[src/hw/lsu_pkg.sv]
package lsu_pkg;

    // ========================================
    // Widths and sizes
    // ========================================
    localparam int ADDR_W   = 32;
    localparam int XLEN     = 32;
    // Memory side is a 64-bit word with byte strobes
    localparam int MEM_W    = 64;
    localparam int STRB_W   = 8;
    // Store queue geometry
    localparam int SQ_DEPTH = 4;
    localparam int SQ_PTR_W = 2;
    // Destination tag carried from issue to writeback
    localparam int TAG_W    = 5;

    // ========================================
    // Encodings
    // ========================================
    // Issue opcodes, loads first
    typedef enum logic [3:0] {
        LB  = 4'd0,
        LBU = 4'd1,
        LH  = 4'd2,
        LHU = 4'd3,
        LW  = 4'd4,
        SB  = 4'd5,
        SH  = 4'd6,
        SW  = 4'd7
    } lsu_op_e;

    // Access width
    typedef enum logic [1:0] {
        BYTE = 2'd0,
        HALF = 2'd1,
        WORD = 2'd2
    } mem_size_e;

    // Memory port FSM
    typedef enum logic [1:0] {
        IDLE = 2'd0,
        REQ  = 2'd1,
        WAIT = 2'd2
    } mem_state_e;

    // Byte lanes touched inside a 32-bit word, accesses are naturally aligned
    function automatic logic [XLEN/8-1:0] byte_mask(input mem_size_e size,
                                                    input logic [1:0] lo);
        unique case (size)
            BYTE:    return 4'b0001 << lo;
            HALF:    return 4'b0011 << {lo[1], 1'b0};
            default: return 4'b1111;
        endcase
    endfunction

endpackage

[src/hw/lsu_ifs.sv]
// Store entering the queue, data already sits in its byte lanes
interface sq_push_if;
    import lsu_pkg::*;

    logic              valid;
    logic              ready;
    logic [ADDR_W-1:0] addr;
    logic [XLEN-1:0]   data;
    logic [XLEN/8-1:0] mask;

    modport master (output valid, addr, data, mask, input ready);
    modport slave  (input valid, addr, data, mask, output ready);
endinterface

// Forward query, answered combinationally by the queue
interface sq_lookup_if;
    import lsu_pkg::*;

    logic [ADDR_W-1:0] addr;
    logic [XLEN/8-1:0] mask;
    logic [XLEN/8-1:0] hit;
    logic              partial;
    logic [XLEN-1:0]   data;

    modport master (output addr, mask, input hit, partial, data);
    modport slave  (input addr, mask, output hit, partial, data);
endinterface

// One requester's link to the shared memory port
interface mem_req_if;
    import lsu_pkg::*;

    logic              valid;
    logic              ready;
    logic              write;
    logic [ADDR_W-1:0] addr;
    logic [MEM_W-1:0]  wdata;
    logic [STRB_W-1:0] wstrb;
    logic              resp_valid;
    logic [MEM_W-1:0]  resp_data;

    modport master (output valid, write, addr, wdata, wstrb,
                    input ready, resp_valid, resp_data);
    modport slave  (input valid, write, addr, wdata, wstrb,
                    output ready, resp_valid, resp_data);
endinterface

[src/hw/lsu_agu.sv]
module lsu_agu (
    input  logic                         clk,
    input  logic                         rst_n,
    input  logic                         issue_valid,
    output logic                         issue_ready,
    input  lsu_pkg::lsu_op_e             op,
    input  logic [lsu_pkg::ADDR_W-1:0]   base,
    input  logic [lsu_pkg::ADDR_W-1:0]   offset,
    input  logic [lsu_pkg::XLEN-1:0]     store_data,
    input  logic [lsu_pkg::TAG_W-1:0]    tag,
    sq_push_if.master                    push,
    output logic                         ld_valid,
    input  logic                         ld_ready,
    output logic [lsu_pkg::ADDR_W-1:0]   ld_addr,
    output lsu_pkg::mem_size_e           ld_size,
    output logic                         ld_unsigned,
    output logic [lsu_pkg::TAG_W-1:0]    ld_tag
);
    import lsu_pkg::*;

    logic              is_store;
    logic              is_unsigned;
    mem_size_e         size;
    logic [ADDR_W-1:0] addr;

    // ========================================
    // Decode
    // ========================================
    always_comb begin
        is_store    = 1'b0;
        is_unsigned = 1'b0;
        size        = WORD;
        unique case (op)
            LB:      size = BYTE;
            LBU:     begin size = BYTE; is_unsigned = 1'b1; end
            LH:      size = HALF;
            LHU:     begin size = HALF; is_unsigned = 1'b1; end
            SB:      begin size = BYTE; is_store = 1'b1; end
            SH:      begin size = HALF; is_store = 1'b1; end
            SW:      is_store = 1'b1;
            default: size = WORD;
        endcase
    end

    // Effective address, base plus offset
    assign addr = base + offset;

    // ========================================
    // Store side
    // ========================================
    // Data moves up into the lanes it will occupy
    assign push.valid = issue_valid && is_store;
    assign push.addr  = addr;
    assign push.data  = store_data << {addr[1:0], 3'b000};
    assign push.mask  = byte_mask(size, addr[1:0]);

    // ========================================
    // Load side
    // ========================================
    assign ld_valid    = issue_valid && !is_store;
    assign ld_addr     = addr;
    assign ld_size     = size;
    assign ld_unsigned = is_unsigned;
    assign ld_tag      = tag;

    // Ready comes from whichever unit takes this opcode
    assign issue_ready = is_store ? push.ready : ld_ready;

endmodule

[src/hw/lsu_store_queue.sv]
module lsu_store_queue (
    input  logic        clk,
    input  logic        rst_n,
    input  logic        commit,
    sq_push_if.slave    push,
    sq_lookup_if.slave  lookup,
    mem_req_if.master   drain
);
    import lsu_pkg::*;

    // Entry payload
    logic [ADDR_W-1:0]   addr_q [SQ_DEPTH];
    logic [XLEN-1:0]     data_q [SQ_DEPTH];
    logic [XLEN/8-1:0]   mask_q [SQ_DEPTH];
    // Entry state
    logic [SQ_DEPTH-1:0] valid_q;
    logic [SQ_DEPTH-1:0] cmt_q;
    // Oldest entry, next free slot, oldest uncommitted
    logic [SQ_PTR_W-1:0] head_q;
    logic [SQ_PTR_W-1:0] tail_q;
    logic [SQ_PTR_W-1:0] cmt_ptr_q;
    logic [SQ_PTR_W:0]   count_q;
    // Head write is out on the memory port
    logic                sent_q;

    logic push_fire;
    logic commit_fire;
    logic retire;

    assign push.ready  = (count_q != (SQ_PTR_W+1)'(SQ_DEPTH));
    assign push_fire   = push.valid && push.ready;
    // Pulse with nothing left to commit falls through
    assign commit_fire = commit && valid_q[cmt_ptr_q] && !cmt_q[cmt_ptr_q];
    assign retire      = sent_q && drain.resp_valid;

    // ========================================
    // Pointers and entry state
    // ========================================
    always_ff @(posedge clk or negedge rst_n) begin
        if (!rst_n) begin
            valid_q   <= '0;
            cmt_q     <= '0;
            head_q    <= '0;
            tail_q    <= '0;
            cmt_ptr_q <= '0;
            count_q   <= '0;
            sent_q    <= 1'b0;
        end else begin
            if (push_fire) begin
                valid_q[tail_q] <= 1'b1;
                cmt_q[tail_q]   <= 1'b0;
                tail_q          <= tail_q + 1'b1;
            end
            if (commit_fire) begin
                cmt_q[cmt_ptr_q] <= 1'b1;
                cmt_ptr_q        <= cmt_ptr_q + 1'b1;
            end
            if (drain.valid && drain.ready) begin
                sent_q <= 1'b1;
            end
            // Write response frees the head
            if (retire) begin
                valid_q[head_q] <= 1'b0;
                head_q          <= head_q + 1'b1;
                sent_q          <= 1'b0;
            end
            unique case ({push_fire, retire})
                2'b10:   count_q <= count_q + 1'b1;
                2'b01:   count_q <= count_q - 1'b1;
                default: count_q <= count_q;
            endcase
        end
    end

    // Payload written at the tail
    always_ff @(posedge clk) begin
        if (push_fire) begin
            addr_q[tail_q] <= push.addr;
            data_q[tail_q] <= push.data;
            mask_q[tail_q] <= push.mask;
        end
    end

    // ========================================
    // Forward search
    // ========================================
    // Walk oldest to youngest so a later store overwrites per byte
    always_comb begin
        logic [SQ_PTR_W-1:0] idx;
        lookup.hit  = '0;
        lookup.data = '0;
        for (int i = 0; i < SQ_DEPTH; i++) begin
            idx = head_q + SQ_PTR_W'(i);
            if (valid_q[idx] && (addr_q[idx][ADDR_W-1:2] == lookup.addr[ADDR_W-1:2])) begin
                for (int b = 0; b < XLEN/8; b++) begin
                    if (mask_q[idx][b] && lookup.mask[b]) begin
                        lookup.hit[b]         = 1'b1;
                        lookup.data[b*8 +: 8] = data_q[idx][b*8 +: 8];
                    end
                end
            end
        end
    end

    // Partial when some requested bytes are covered and others are not
    assign lookup.partial = (|lookup.hit) && (lookup.hit != lookup.mask);

    // ========================================
    // Drain
    // ========================================
    // Committed head goes out once with its word in the matching 64-bit half
    assign drain.valid = valid_q[head_q] && cmt_q[head_q] && !sent_q;
    assign drain.write = 1'b1;
    assign drain.addr  = addr_q[head_q];
    assign drain.wdata = addr_q[head_q][2] ? {data_q[head_q], {XLEN{1'b0}}}
                                           : {{XLEN{1'b0}}, data_q[head_q]};
    assign drain.wstrb = addr_q[head_q][2] ? {mask_q[head_q], 4'b0000}
                                           : {4'b0000, mask_q[head_q]};

endmodule

[src/hw/lsu_load_unit.sv]
module lsu_load_unit (
    input  logic                        clk,
    input  logic                        rst_n,
    input  logic                        ld_valid,
    output logic                        ld_ready,
    input  logic [lsu_pkg::ADDR_W-1:0]  ld_addr,
    input  lsu_pkg::mem_size_e          ld_size,
    input  logic                        ld_unsigned,
    input  logic [lsu_pkg::TAG_W-1:0]   ld_tag,
    sq_lookup_if.master                 lookup,
    mem_req_if.master                   mem,
    output logic                        wb_valid,
    input  logic                        wb_ready,
    output logic [lsu_pkg::TAG_W-1:0]   wb_tag,
    output logic [lsu_pkg::XLEN-1:0]    wb_data
);
    import lsu_pkg::*;

    // Held memory load
    logic              req_pend_q;
    logic              wait_q;
    logic [ADDR_W-1:0] addr_q;
    mem_size_e         size_q;
    logic              uns_q;
    logic [TAG_W-1:0]  tag_q;

    logic              ld_fire;
    logic              full_hit;
    logic              resp_fire;
    logic [XLEN-1:0]   resp_word;
    logic [XLEN-1:0]   fwd_result;
    logic [XLEN-1:0]   mem_result;

    // Pick the addressed byte or half and extend it
    function automatic logic [XLEN-1:0] load_extend(input logic [XLEN-1:0] word,
                                                    input logic [1:0] lo,
                                                    input mem_size_e size,
                                                    input logic uns);
        logic [XLEN-1:0] sh;
        sh = word >> {lo, 3'b000};
        unique case (size)
            BYTE:    return uns ? {24'b0, sh[7:0]} : {{24{sh[7]}}, sh[7:0]};
            HALF:    return uns ? {16'b0, sh[15:0]} : {{16{sh[15]}}, sh[15:0]};
            default: return sh;
        endcase
    endfunction

    // ========================================
    // Acceptance
    // ========================================
    assign lookup.addr = ld_addr;
    assign lookup.mask = byte_mask(ld_size, ld_addr[1:0]);
    assign full_hit    = (lookup.hit == lookup.mask);

    // Idle, buffer empty, and no overlap that only some stores cover
    assign ld_ready  = !req_pend_q && !wait_q && !wb_valid && !lookup.partial;
    assign ld_fire   = ld_valid && ld_ready;
    assign resp_fire = wait_q && mem.resp_valid;

    // ========================================
    // Memory request
    // ========================================
    assign mem.valid = req_pend_q;
    assign mem.write = 1'b0;
    assign mem.addr  = addr_q;
    assign mem.wdata = '0;
    assign mem.wstrb = '0;

    always_ff @(posedge clk or negedge rst_n) begin
        if (!rst_n) begin
            req_pend_q <= 1'b0;
            wait_q     <= 1'b0;
        end else begin
            // No store covers it, so read memory
            if (ld_fire && !full_hit) begin
                req_pend_q <= 1'b1;
            end
            if (mem.valid && mem.ready) begin
                req_pend_q <= 1'b0;
                wait_q     <= 1'b1;
            end
            if (resp_fire) begin
                wait_q <= 1'b0;
            end
        end
    end

    always_ff @(posedge clk) begin
        if (ld_fire) begin
            addr_q <= ld_addr;
            size_q <= ld_size;
            uns_q  <= ld_unsigned;
            tag_q  <= ld_tag;
        end
    end

    // ========================================
    // Result formation
    // ========================================
    assign fwd_result = load_extend(lookup.data, ld_addr[1:0], ld_size, ld_unsigned);
    // Word half chosen by address bit 2
    assign resp_word  = addr_q[2] ? mem.resp_data[63:32] : mem.resp_data[31:0];
    assign mem_result = load_extend(resp_word, addr_q[1:0], size_q, uns_q);

    // ========================================
    // Writeback buffer
    // ========================================
    always_ff @(posedge clk or negedge rst_n) begin
        if (!rst_n) begin
            wb_valid <= 1'b0;
        end else if ((ld_fire && full_hit) || resp_fire) begin
            wb_valid <= 1'b1;
        end else if (wb_ready) begin
            wb_valid <= 1'b0;
        end
    end

    // Held stable until the consumer takes it
    always_ff @(posedge clk) begin
        if (ld_fire && full_hit) begin
            wb_data <= fwd_result;
            wb_tag  <= ld_tag;
        end else if (resp_fire) begin
            wb_data <= mem_result;
            wb_tag  <= tag_q;
        end
    end

endmodule

[src/hw/lsu_mem_port.sv]
module lsu_mem_port (
    input  logic                        clk,
    input  logic                        rst_n,
    mem_req_if.slave                    ld,
    mem_req_if.slave                    st,
    output logic                        mem_req_valid,
    input  logic                        mem_req_ready,
    output logic                        mem_req_write,
    output logic [lsu_pkg::ADDR_W-1:0]  mem_req_addr,
    output logic [lsu_pkg::MEM_W-1:0]   mem_req_wdata,
    output logic [lsu_pkg::STRB_W-1:0]  mem_req_wstrb,
    input  logic                        mem_resp_valid,
    input  logic [lsu_pkg::MEM_W-1:0]   mem_resp_data
);
    import lsu_pkg::*;

    mem_state_e        state_q;
    // High when the store drain owns the port
    logic              sel_st_q;
    logic [ADDR_W-1:0] sel_addr;

    // ========================================
    // Arbitration FSM
    // ========================================
    always_ff @(posedge clk or negedge rst_n) begin
        if (!rst_n) begin
            state_q  <= IDLE;
            sel_st_q <= 1'b0;
        end else begin
            unique case (state_q)
                IDLE: begin
                    // Load wins a tie
                    if (ld.valid) begin
                        sel_st_q <= 1'b0;
                        state_q  <= REQ;
                    end else if (st.valid) begin
                        sel_st_q <= 1'b1;
                        state_q  <= REQ;
                    end
                end
                REQ:     if (mem_req_ready) state_q <= WAIT;
                WAIT:    if (mem_resp_valid) state_q <= IDLE;
                default: state_q <= IDLE;
            endcase
        end
    end

    // ========================================
    // Request mux
    // ========================================
    assign sel_addr      = sel_st_q ? st.addr : ld.addr;
    assign mem_req_valid = (state_q == REQ);
    assign mem_req_write = sel_st_q ? st.write : ld.write;
    // 64-bit word address, lanes already placed by the requester
    assign mem_req_addr  = {sel_addr[ADDR_W-1:3], 3'b000};
    assign mem_req_wdata = sel_st_q ? st.wdata : ld.wdata;
    assign mem_req_wstrb = sel_st_q ? st.wstrb : ld.wstrb;

    // Handshake and response go back to the granted side only
    assign ld.ready      = (state_q == REQ) && !sel_st_q && mem_req_ready;
    assign st.ready      = (state_q == REQ) && sel_st_q && mem_req_ready;
    assign ld.resp_valid = (state_q == WAIT) && !sel_st_q && mem_resp_valid;
    assign st.resp_valid = (state_q == WAIT) && sel_st_q && mem_resp_valid;
    assign ld.resp_data  = mem_resp_data;
    assign st.resp_data  = mem_resp_data;

endmodule

[src/hw/lsu_top.sv]
module lsu_top (
    input  logic                        clk,
    input  logic                        rst_n,
    // Issue
    input  logic                        issue_valid,
    output logic                        issue_ready,
    input  lsu_pkg::lsu_op_e            op,
    input  logic [lsu_pkg::ADDR_W-1:0]  base,
    input  logic [lsu_pkg::ADDR_W-1:0]  offset,
    input  logic [lsu_pkg::XLEN-1:0]    store_data,
    input  logic [lsu_pkg::TAG_W-1:0]   tag,
    input  logic                        commit,
    // Writeback
    output logic                        wb_valid,
    input  logic                        wb_ready,
    output logic [lsu_pkg::TAG_W-1:0]   wb_tag,
    output logic [lsu_pkg::XLEN-1:0]    wb_data,
    // Data memory
    output logic                        mem_req_valid,
    input  logic                        mem_req_ready,
    output logic                        mem_req_write,
    output logic [lsu_pkg::ADDR_W-1:0]  mem_req_addr,
    output logic [lsu_pkg::MEM_W-1:0]   mem_req_wdata,
    output logic [lsu_pkg::STRB_W-1:0]  mem_req_wstrb,
    input  logic                        mem_resp_valid,
    input  logic [lsu_pkg::MEM_W-1:0]   mem_resp_data
);
    import lsu_pkg::*;

    // Decoded load from the address unit
    logic              ld_valid;
    logic              ld_ready;
    logic [ADDR_W-1:0] ld_addr;
    mem_size_e         ld_size;
    logic              ld_unsigned;
    logic [TAG_W-1:0]  ld_tag;

    sq_push_if   push_if ();
    sq_lookup_if lookup_if ();
    mem_req_if   ld_mem_if ();
    mem_req_if   st_mem_if ();

    lsu_agu i_lsu_agu (
        .clk, .rst_n, .issue_valid, .issue_ready, .op, .base, .offset,
        .store_data, .tag,
        .push (push_if.master),
        .ld_valid, .ld_ready, .ld_addr, .ld_size, .ld_unsigned, .ld_tag
    );

    lsu_store_queue i_lsu_store_queue (
        .clk, .rst_n, .commit,
        .push   (push_if.slave),
        .lookup (lookup_if.slave),
        .drain  (st_mem_if.master)
    );

    lsu_load_unit i_lsu_load_unit (
        .clk, .rst_n, .ld_valid, .ld_ready, .ld_addr, .ld_size, .ld_unsigned, .ld_tag,
        .lookup (lookup_if.master),
        .mem    (ld_mem_if.master),
        .wb_valid, .wb_ready, .wb_tag, .wb_data
    );

    lsu_mem_port i_lsu_mem_port (
        .clk, .rst_n,
        .ld (ld_mem_if.slave),
        .st (st_mem_if.slave),
        .mem_req_valid, .mem_req_ready, .mem_req_write, .mem_req_addr,
        .mem_req_wdata, .mem_req_wstrb, .mem_resp_valid, .mem_resp_data
    );

endmodule

[config.mk]
export PLATFORM = sky130hd
export DESIGN_NAME = lsu_top
export DESIGN_NICKNAME = d
export VERILOG_FILES = /design/src/hw/lsu_pkg.sv /design/src/hw/lsu_ifs.sv /design/src/hw/lsu_agu.sv /design/src/hw/lsu_store_queue.sv /design/src/hw/lsu_load_unit.sv /design/src/hw/lsu_mem_port.sv /design/src/hw/lsu_top.sv
export SDC_FILE = /design/constraint.sdc
export NUM_CORES = 1
export LEC_CHECK = 0
export ABC_AREA = 1
export BUFFER_PORTS_ARGS = -buffer_cell sky130_fd_sc_hd__buf_2
export CAP_MARGIN = 5
export CORE_ASPECT_RATIO = 1.5
export CORE_MARGIN = 2
export CORE_UTILIZATION = 55
export DETAILED_ROUTE_END_ITERATION = 10
export PLACE_DENSITY = 0.86
export SLEW_MARGIN = 15
export SYNTH_ARGS = -nofsm -noshare
export SYNTH_HDL_FRONTEND = slang
export SYNTH_SLANG_ARGS = --single-unit
[constraint.sdc]
create_clock -name clk -period 7 [get_ports clk]
set_clock_uncertainty 0.15 [all_clocks]
set_input_delay 0.7 -clock clk [delete_from_list [all_inputs] [get_ports clk]]
set_output_delay 0.7 -clock clk [all_outputs]
set_load 0.02 [all_outputs]
==> results.json, run 1 <==
{
  "ys_async_sr_fraction_pct": 6.58,
  "seq_power_share_pct": 23.1,
  "synth_cell_type_count": 56,
  "finalCritPeriodShare_pct": 91.6,
  "p_sw_uw": 6370,
  "ctsHoldBuffers": 1,
  "dr.pass1.iters": 9,
  "cts_resized": 0,
  "syn_avg_cell_area_um2": 6.62,
  "hold_violations": 0,
  "seqCellArea_um2": 10800,
  "die_w_um": 192,
  "wl_per_cell_um": 18.7,
  "fin_tns_setup_ns": 0,
  "synth_edf_count": 341,
  "slowest_stage": "dfrtp_4",
  "swShare_pct": 52.0,
  "cp_max_fo": 52,
  "cpLargestDelayFamily": "simple AND/OR/NAND/NOR gates",
  "required_ns": 6.15,
  "cts.path.max_buffers": 3,
  "worstMarginPinSlew_ns": 1.21,
  "areaGrowthSynthToFinish_pct": 11.1,
  "cp.arrival_ns": 5.56,
  "fin_nets": 4836,
  "yosys.area_share.xor_xnor_pct": 0.450,
  "crit_path_max_incr_delay_ns": 0.87,
  "gr-total-overflow": 0,
  "finalWorstSetupSlack_ns": 0.591,
  "fp-row-count": 103,
  "multi_input_area_um2": 15000,
  "crit_top_cell": "nand2_1",
  "ant_nets": 0,
  "min_path_cells": 2,
  "pre_cts_slack_ns": 0.987,
  "holdPathEnd": "i_lsu_mem_port.state_q[0]$_DFFE_PN0P_",
  "wirelength_um": 99300,
  "ys_seq_elements": 365,
  "ys_top_cells_by_count": "1,458 x nand2_1, 630 x inv_1, 474 x o21ai_0, 359 x nand3_1, 359 x nor2_1",
  "start_util_pct": 55.5,
  "grt_antenna_before_repair": 3,
  "maxCapViolCount": 0,
  "cts_root_buf": "clkbuf_16",
  "crit_cells": 24,
  "finalCriticalPeriod_ns": 6.41,
  "synthFlopType": "edfxtp_1",
  "status": "completed",
  "drive_gt1_share_pct": 11.4,
  "cts_setup_buffers": 0,
  "rsz0062_at_grt": "no",
  "p_comb_share_pct": 60.1,
  "clk_pin_slew_ns": 0.06,
  "vias_per_cell": 5.70,
  "htree_levels": 2,
  "grt_pass1_vias": 28600,
  "r2r_slack_ns": 1.15,
  "grt_pass1_wl_um": 150000,
  "clk_latency_ns": 0.55,
  "setup_viol": 0,
  "fmax_ghz": 0.156,
  "grtUsageTotal_pct": 35.5,
  "power_frac_clock_pct": 16.8,
  "power.total_uw": 12200,
  "cp-start-kind": "register",
  "holdCritStartpoint": "mem_req_ready",
  "setup.worst_path.start": "i_lsu_store_queue.head_q[0]$_DFFE_PN0P_",
  "use_met1_pct": 38.5,
  "hold_path_class": "in -> reg",
  "cp-end-kind": "output port",
  "ys_warn_count": 0,
  "synth_compound_area_share_pct": 12.8,
  "core_um2": 52600,
  "ys_top_cells_by_area": "edfxtp_1 35%, nand2_1 19%, o21ai_0 8.1%, inv_1 8.1%, nand3_1 6.2%",
  "p_leak_uw": 0.0161,
  "cts.sinks": 365,
  "synthMuxAreaShare_pct": 1.92,
  "synth_cells": 4403,
  "peakVddDrop_mv": 0.461,
  "relSlewSlack_pct": 18.9,
  "fp.dieH_um": 286,
  "synth_top_area_share_pct": 35.1,
  "cts_tree": "built",
  "power_density_nw_per_um2": 378,
  "synth_top_family_by_area": "simple AND/OR/NAND/NOR gates",
  "grt.busiest_layer": "met2",
  "r2r_start": "i_lsu_store_queue.head_q[0]$_DFFE_PN0P_",
  "synth_area_um2": 29200,
  "rr_endpoint": "i_lsu_load_unit.wb_data[16]$_DFFE_PP_",
  "grt_start_max_net_pins": 165,
  "r2r_cells": 22,
  "die_area_um2": 54900,
  "cts_buffers": 37,
  "io_buffers": 317,
  "synth_most_common_cell": "nand2_1",
  "dp_hpwl_um": 75000,
  "drt_iter0_drc": 3063,
  "grtUsageMet3_pct": 4.34,
  "drc": 0,
  "synth-simple-area-share_pct": 34.1,
  "internal-power_uw": 5880,
  "yosysTopAreaCell": "edfxtp_1",
  "worstSetupPathType": "reg -> out",
  "synth_fa_ha_area_share_pct": 2.02,
  "nFillCells": 4872,
  "routed-via-count": 30300,
  "slew_violations": 0,
  "gp_congestion": 1.05,
  "io-pin-count": 321,
  "yosysSeqAreaShare_pct": 37.2,
  "gr-usage-met2_pct": 61.5,
  "cp_cell_sequence": "clkinv_2 -> ha_2 -> buf_4 -> nand3_1 -> nand3_1 -> nand2_1 -> nor2_1 -> nand3_1 -> nor2_1 -> nand2_1 -> nor2_1 -> nand3_1 -> nor2_1 -> nand2_1 -> nor2_8 -> nand3_4 -> o21ai_1 -> nor3_1 -> nor2_4 -> nand2_1 -> o31ai_1 -> nand2_1 -> nand2_1 -> buf_2",
  "cp.buffers_inverters": 3
}
==> cell type report <==
class | instances | share of cell area, %
Antenna cell | 1 | 0.00772
Clock buffer | 42 | 2.98
Clock inverter | 24 | 0.811
Inverter | 677 | 7.86
Multi-Input combinational cell | 3180 | 46.4
Sequential cell | 365 | 33.5
Tap cell | 682 | 2.63
Timing Repair Buffer | 353 | 5.85
==> cells in the final DEF, fill, tap and decap left out, types with 22 or more instances in the layout <==
| cell type | count |
|---|---|
| clkbuf_16 | 38 |
| nor2_1 | 354 |
| o211ai_1 | 45 |
| dfrtp_1 | 22 |
| buf_2 | 317 |
| buf_4 | 32 |
| ha_1 | 42 |
| nand3b_1 | 40 |
| nand4_1 | 37 |
| inv_2 | 36 |
| nand3_1 | 358 |
| o21ai_1 | 75 |
| mux2i_1 | 56 |
| a21oi_1 | 51 |
| edfxtp_1 | 341 |
| inv_1 | 627 |
| o21ai_0 | 474 |
| nor3_1 | 22 |
| nand2_1 | 1458 |
==> cells by family after synthesis <==
family | after synthesis
fa+ha+maj | 46
compound gates | 701
buf+inv | 860
mux | 56
flops | 365
other cells | 1
xor+xnor | 15
simple gates | 2359
==> sequential cells by signal, indices dropped and copies added, names as in the netlist <==
name / cells
i_lsu_store_queue.mask_q: 16
i_lsu_store_queue.head_q: 2
i_lsu_load_unit.tag_q: 5
i_lsu_store_queue.tail_q: 2
i_lsu_store_queue.data_q: 128
i_lsu_load_unit.mem.addr: 32
i_lsu_store_queue.addr_q: 120
i_lsu_store_queue.valid_q: 4
i_lsu_load_unit.wb_tag: 5
i_lsu_mem_port.sel_st_q: 1
i_lsu_store_queue.cmt_q: 4
i_lsu_store_queue.count_q: 3
i_lsu_load_unit.wb_valid: 1
i_lsu_load_unit.mem.valid: 1
i_lsu_load_unit.wait_q: 1
i_lsu_load_unit.uns_q: 1
i_lsu_load_unit.wb_data: 32
i_lsu_store_queue.sent_q: 1
i_lsu_store_queue.cmt_ptr_q: 2
i_lsu_mem_port.state_q: 2
i_lsu_load_unit.size_q: 2
==> worst reg2reg max path, cell delays in order (launching register included) <==
cell and delay [ns]:
dfrtp_4 0.87, clkinv_2 0.19, ha_2 0.39, buf_4 0.40
nand3_1 0.17, nand3_1 0.11, nand2_1 0.07, nor2_1 0.10
nand3_1 0.14, nor2_1 0.12, nand2_1 0.05, nor2_1 0.26
nand3_1 0.11, nor2_1 0.10, nand2_1 0.13, nor2_8 0.40
nand3_4 0.25, o21ai_1 0.23, nor3_1 0.17, nor2_4 0.16
nand4_4 0.30, nand2_1 0.16, buf_4 0.45
==> power by group through the flow <==
stage / Sequential (uW) / Clock [uW] / Combinational [uW]
after global routing: 2850 / 2150 / 8140
after detailed placement: 2870 / 0 / 7150
after global placement: 2860 / 0 / 7030
final: 2830 / 2060 / 7360
after CTS: 2820 / 2070 / 7190
after floorplan: 2790 / 0 / 5230
==> worst max-delay path by stage <==
stage,end,slack (ns)
2_1_floorplan,i_lsu_load_unit.mem.addr[0]$_DFFE_PN_,0.52
3_3_place_gp,issue_ready,1.03
3_5_place_dp,issue_ready,0.99
4_1_cts,issue_ready,0.68
5_1_grt,issue_ready,0.24
6_report,issue_ready,0.59
==> per-stage QoR <==
stage | hold slack [ns] | instances | utilization [%] | instance area [um2]
floorplan | 0.254 | 4405 | - | 29200
global placement | 0.312 | 5256 | 59.3 | 31200
detailed placement | 0.319 | 5256 | 59.3 | 31200
CTS | 0.185 | 5323 | 61.6 | 32400
global route | 0.199 | 5323 | 61.6 | 32400
finish | 0.191 | 5324 | 61.6 | 32400
==> per-layer routing <==
layer  share of wire, %  wire [um]
met1                 35      34400
met2                 48      48000
met3                7.6       7590
met4                9.4       9360
met5              0.026         26
Note: power is estimated with default switching activity, not from simulation.
==> inputs of run 2 (changes only) <==
- ABC_AREA: 1 -> default
==> results.json, run 2 <==
{
  "power_density_nw_per_um2": 366,
  "gr-usage-met2_pct": 66.3,
  "vias_per_cell": 7.04,
  "relSlewSlack_pct": 11.7,
  "hold_violations": 0,
  "maxCapViolCount": 0,
  "fin_tns_setup_ns": 0,
  "cpLargestDelayFamily": "simple AND/OR/NAND/NOR gates",
  "power_frac_clock_pct": 17.0,
  "seq_power_share_pct": 24.3,
  "drc": 0,
  "grt_pass1_wl_um": 149000,
  "routed-via-count": 24100,
  "largest-register": "i_lsu_store_queue.data_q",
  "start_util_pct": 55.5,
  "required_ns": 6.15,
  "peakVddDrop_mv": 0.295,
  "grt_pass1_vias": 23600,
  "slew_violations": 0,
  "finalCriticalPeriod_ns": 6.78,
  "ys_warn_count": 0,
  "synth_edf_count": 341,
  "yosysSeqAreaShare_pct": 38.7,
  "clk_latency_ns": 0.55,
  "wl_per_cell_um": 29.8,
  "p_comb_share_pct": 58.7,
  "final_util_pct": 63.1,
  "core_um2": 50500,
  "cts_buffers": 36,
  "crit_path_max_incr_delay_ns": 0.60,
  "ys_top_cells_by_area": "edfxtp_1 37%, mux4_2 16%, mux2_2 3.4%, mux2i_1 2.9%, nor2_1 2.7%",
  "grtUsageMet3_pct": 4.42,
  "internal-power_uw": 6560,
  "cp_max_fo": 16,
  "syn_avg_cell_area_um2": 11.6,
  "synth_cells": 2412,
  "status": "completed",
  "grt_antenna_before_repair": 3,
  "grt_start_max_net_pins": 75,
  "cts.sinks": 365,
  "ant_nets": 0,
  "yosysTopAreaCell": "edfxtp_1",
  "grtUsageTotal_pct": 38.0,
  "dp_hpwl_um": 79200,
  "drive_gt1_share_pct": 31.9,
  "design_area_um2": 31900,
  "wirelength_um": 102000,
  "cp-start-kind": "register",
  "cp-end-kind": "output port",
  "drt_iter0_drc": 2548,
  "cts_tree": "built",
  "cts_setup_buffers": 0,
  "use_met1_pct": 41.8,
  "layout_commonest_cell": "edfxtp_1",
  "p_sw_uw": 5130,
  "gp_congestion": 1.04,
  "layout_common_cells": "341 x edfxtp_1, 317 x buf_2, 205 x nor2_1, 201 x mux4_2, 161 x nand2_1",
  "synthFlopType": "edfxtp_1",
  "synth_top_area_share_pct": 36.5,
  "cp_cell_sequence": "inv_1 -> ha_4 -> buf_4 -> mux4_2 -> xor2_1 -> or4b_1 -> nor4_2 -> or4b_1 -> nor4_2 -> and3_1 -> a21o_1 -> o31ai_1 -> or2_4 -> a21boi_0 -> buf_4 -> or2_2 -> buf_2",
  "worstMarginPinSlew_ns": 1.32,
  "slowest_stage": "or4b_1",
  "ys_async_sr_fraction_pct": 6.58,
  "die_area_um2": 52800,
  "worstSetupPathType": "reg -> out",
  "largest_reg_flops": 128,
  "swShare_pct": 43.9,
  "io-pin-count": 321,
  "nFillCells": 3949,
  "fmax_ghz": 0.148,
  "rsz0062_at_grt": "no",
  "cp.arrival_ns": 5.93,
  "htree_levels": 2,
  "synth_most_common_cell": "edfxtp_1",
  "hold_path_class": "in -> reg",
  "cts.path.max_buffers": 3,
  "ys_top_cells_by_count": "341 x edfxtp_1, 205 x nor2_1, 201 x mux4_2, 161 x nand2_1, 120 x a21oi_1",
  "fin_nets": 2951,
  "place_area_um2": 30700,
  "gr-total-overflow": 0,
  "areaGrowthSynthToFinish_pct": 13.8,
  "finalCritPeriodShare_pct": 96.8,
  "io_buffers": 317,
  "synth_cell_type_count": 117,
  "synth_area_um2": 28000,
  "p_leak_uw": 0.0122,
  "ys_seq_elements": 365,
  "setup_viol": 0,
  "grt.busiest_layer": "met2",
  "fp.dieH_um": 281,
  "cp.buffers_inverters": 4,
  "die_w_um": 188,
  "dr.pass1.iters": 5,
  "reg_top3": "i_lsu_store_queue.data_q (128), i_lsu_store_queue.addr_q (120)",
  "clk_pin_slew_ns": 0.06,
  "cts_root_buf": "clkbuf_16",
  "fp-row-count": 101
}
==> run 2: cell count changes after synthesis, moves of 36 or more <==
cell / previous run / this run
clkbuf_1: 95 / 58
mux2_2: 0 / 84
o21ai_1: 75 / 17
a21oi_1: 51 / 120
nor2_1: 359 / 205
xnor2_1: 5 / 63
a211oi_1: 1 / 41
nand3_1: 359 / 30
inv_1: 630 / 69
mux4_2: 0 / 201
nand3b_1: 40 / 4
nor3_1: 23 / 60
o21ai_0: 474 / 91
nand2_1: 1458 / 161
==> run 2: through the flow <==
step	setup WS, ns	std cells	total power [uW]	hold slack, ns
finish	0.223	3427	11700	0.195
global route	0.00833	3426	12100	0.192
CTS	0.0702	3423	11500	0.183
detailed placement	0.0917	3359	9560	0.342
global placement	0.157	3359	9410	0.303
floorplan	0.0596	2414	7590	0.254
==> run 2: layer usage <==
layer  wire length [um]  up-vias
met3               7480      423
met5                  0        -
li1                   -    10200
met4              10300        0
met1              32900    11900
met2              51300     1585
==> run 2: logic make-up (layout without fill, tap and decap cells) <==
kind of cell	after synthesis	after routing	share of synthesized area [%]
AOI/OAI and AO/OA	549	549	13.9
muxes	365	365	22.4
adders and majority gates	46	46	2.11
buffers and inverters	237	577	3.95
xor gates and xnor gates	138	138	5.94
and+or+nand+nor	711	711	13.0
other	1	7	0.0134
DFF	365	365	38.7
==> run 2: power by group through the flow <==
stage               clock (uW)  combinational [uW]  sequential [uW]
finish                    1980                6860             2840
global route              2070                7160             2860
CTS                       1990                6730             2840
detailed placement           0                6680             2880
global placement             0                6540             2860
floorplan                    0                4780             2810
==> run 2: worst register-to-register path: stages, from the launching register on <==
cell and delay [ns]:
dfrtp_4 0.58, inv_1 0.24, ha_4 0.49, buf_4 0.33, mux4_2 0.36, xor2_1 0.21, or4b_1 0.60, nor4_2 0.43
or4b_1 0.50, nor4_2 0.21, and3_1 0.30, a21o_1 0.18, o31ai_1 0.10, buf_4 0.17, nor4bb_4 0.26, buf_4 0.21
buf_12 0.20, mux2_2 0.40
==> run 2: final cells by class <==
cell class / count / area (um2) / area share [%]
repair buffers: 440 / 2580 / 8.09
inverters: 74 / 278 / 0.871
flip-flops and latches: 365 / 10800 / 34.0
clock inverters: 23 / 230 / 0.722
diodes: 4 / 10.0 / 0.0314
multi-input cells: 1812 / 16200 / 50.7
clock buffers: 40 / 937 / 2.94
well taps: 669 / 837 / 2.62
==> run 2: path summary, 6_finish.rpt <==
path	startpoint	end	slack (ns)	depth (start not counted)
min in group asynchronous	rst_n	i_lsu_load_unit.wb_valid$_DFFE_PN0P_	0.54	2
max in group asynchronous	rst_n	i_lsu_store_queue.head_q[0]$_DFFE_PN0P_	5.75	2
setup reg to reg	i_lsu_store_queue.head_q[0]$_DFFE_PN0P_	i_lsu_load_unit.wb_tag[0]$_DFFE_PP_	0.83	17
hold reg to reg	i_lsu_store_queue.count_q[2]$_DFFE_PN0P_	i_lsu_store_queue.count_q[2]$_DFFE_PN0P_	0.35	1
setup / recovery	i_lsu_store_queue.head_q[0]$_DFFE_PN0P_	issue_ready	0.22	17
hold / removal	tag[2]	i_lsu_load_unit.tag_q[2]$_DFFE_PN_	0.19	1
==> run 2: what timing repair did <==
item	CTS	global route
hold buffers	1	0
setup endpoints to repair	1	1
endpoints found under the hold margin	22	0
resized for setup	1	8
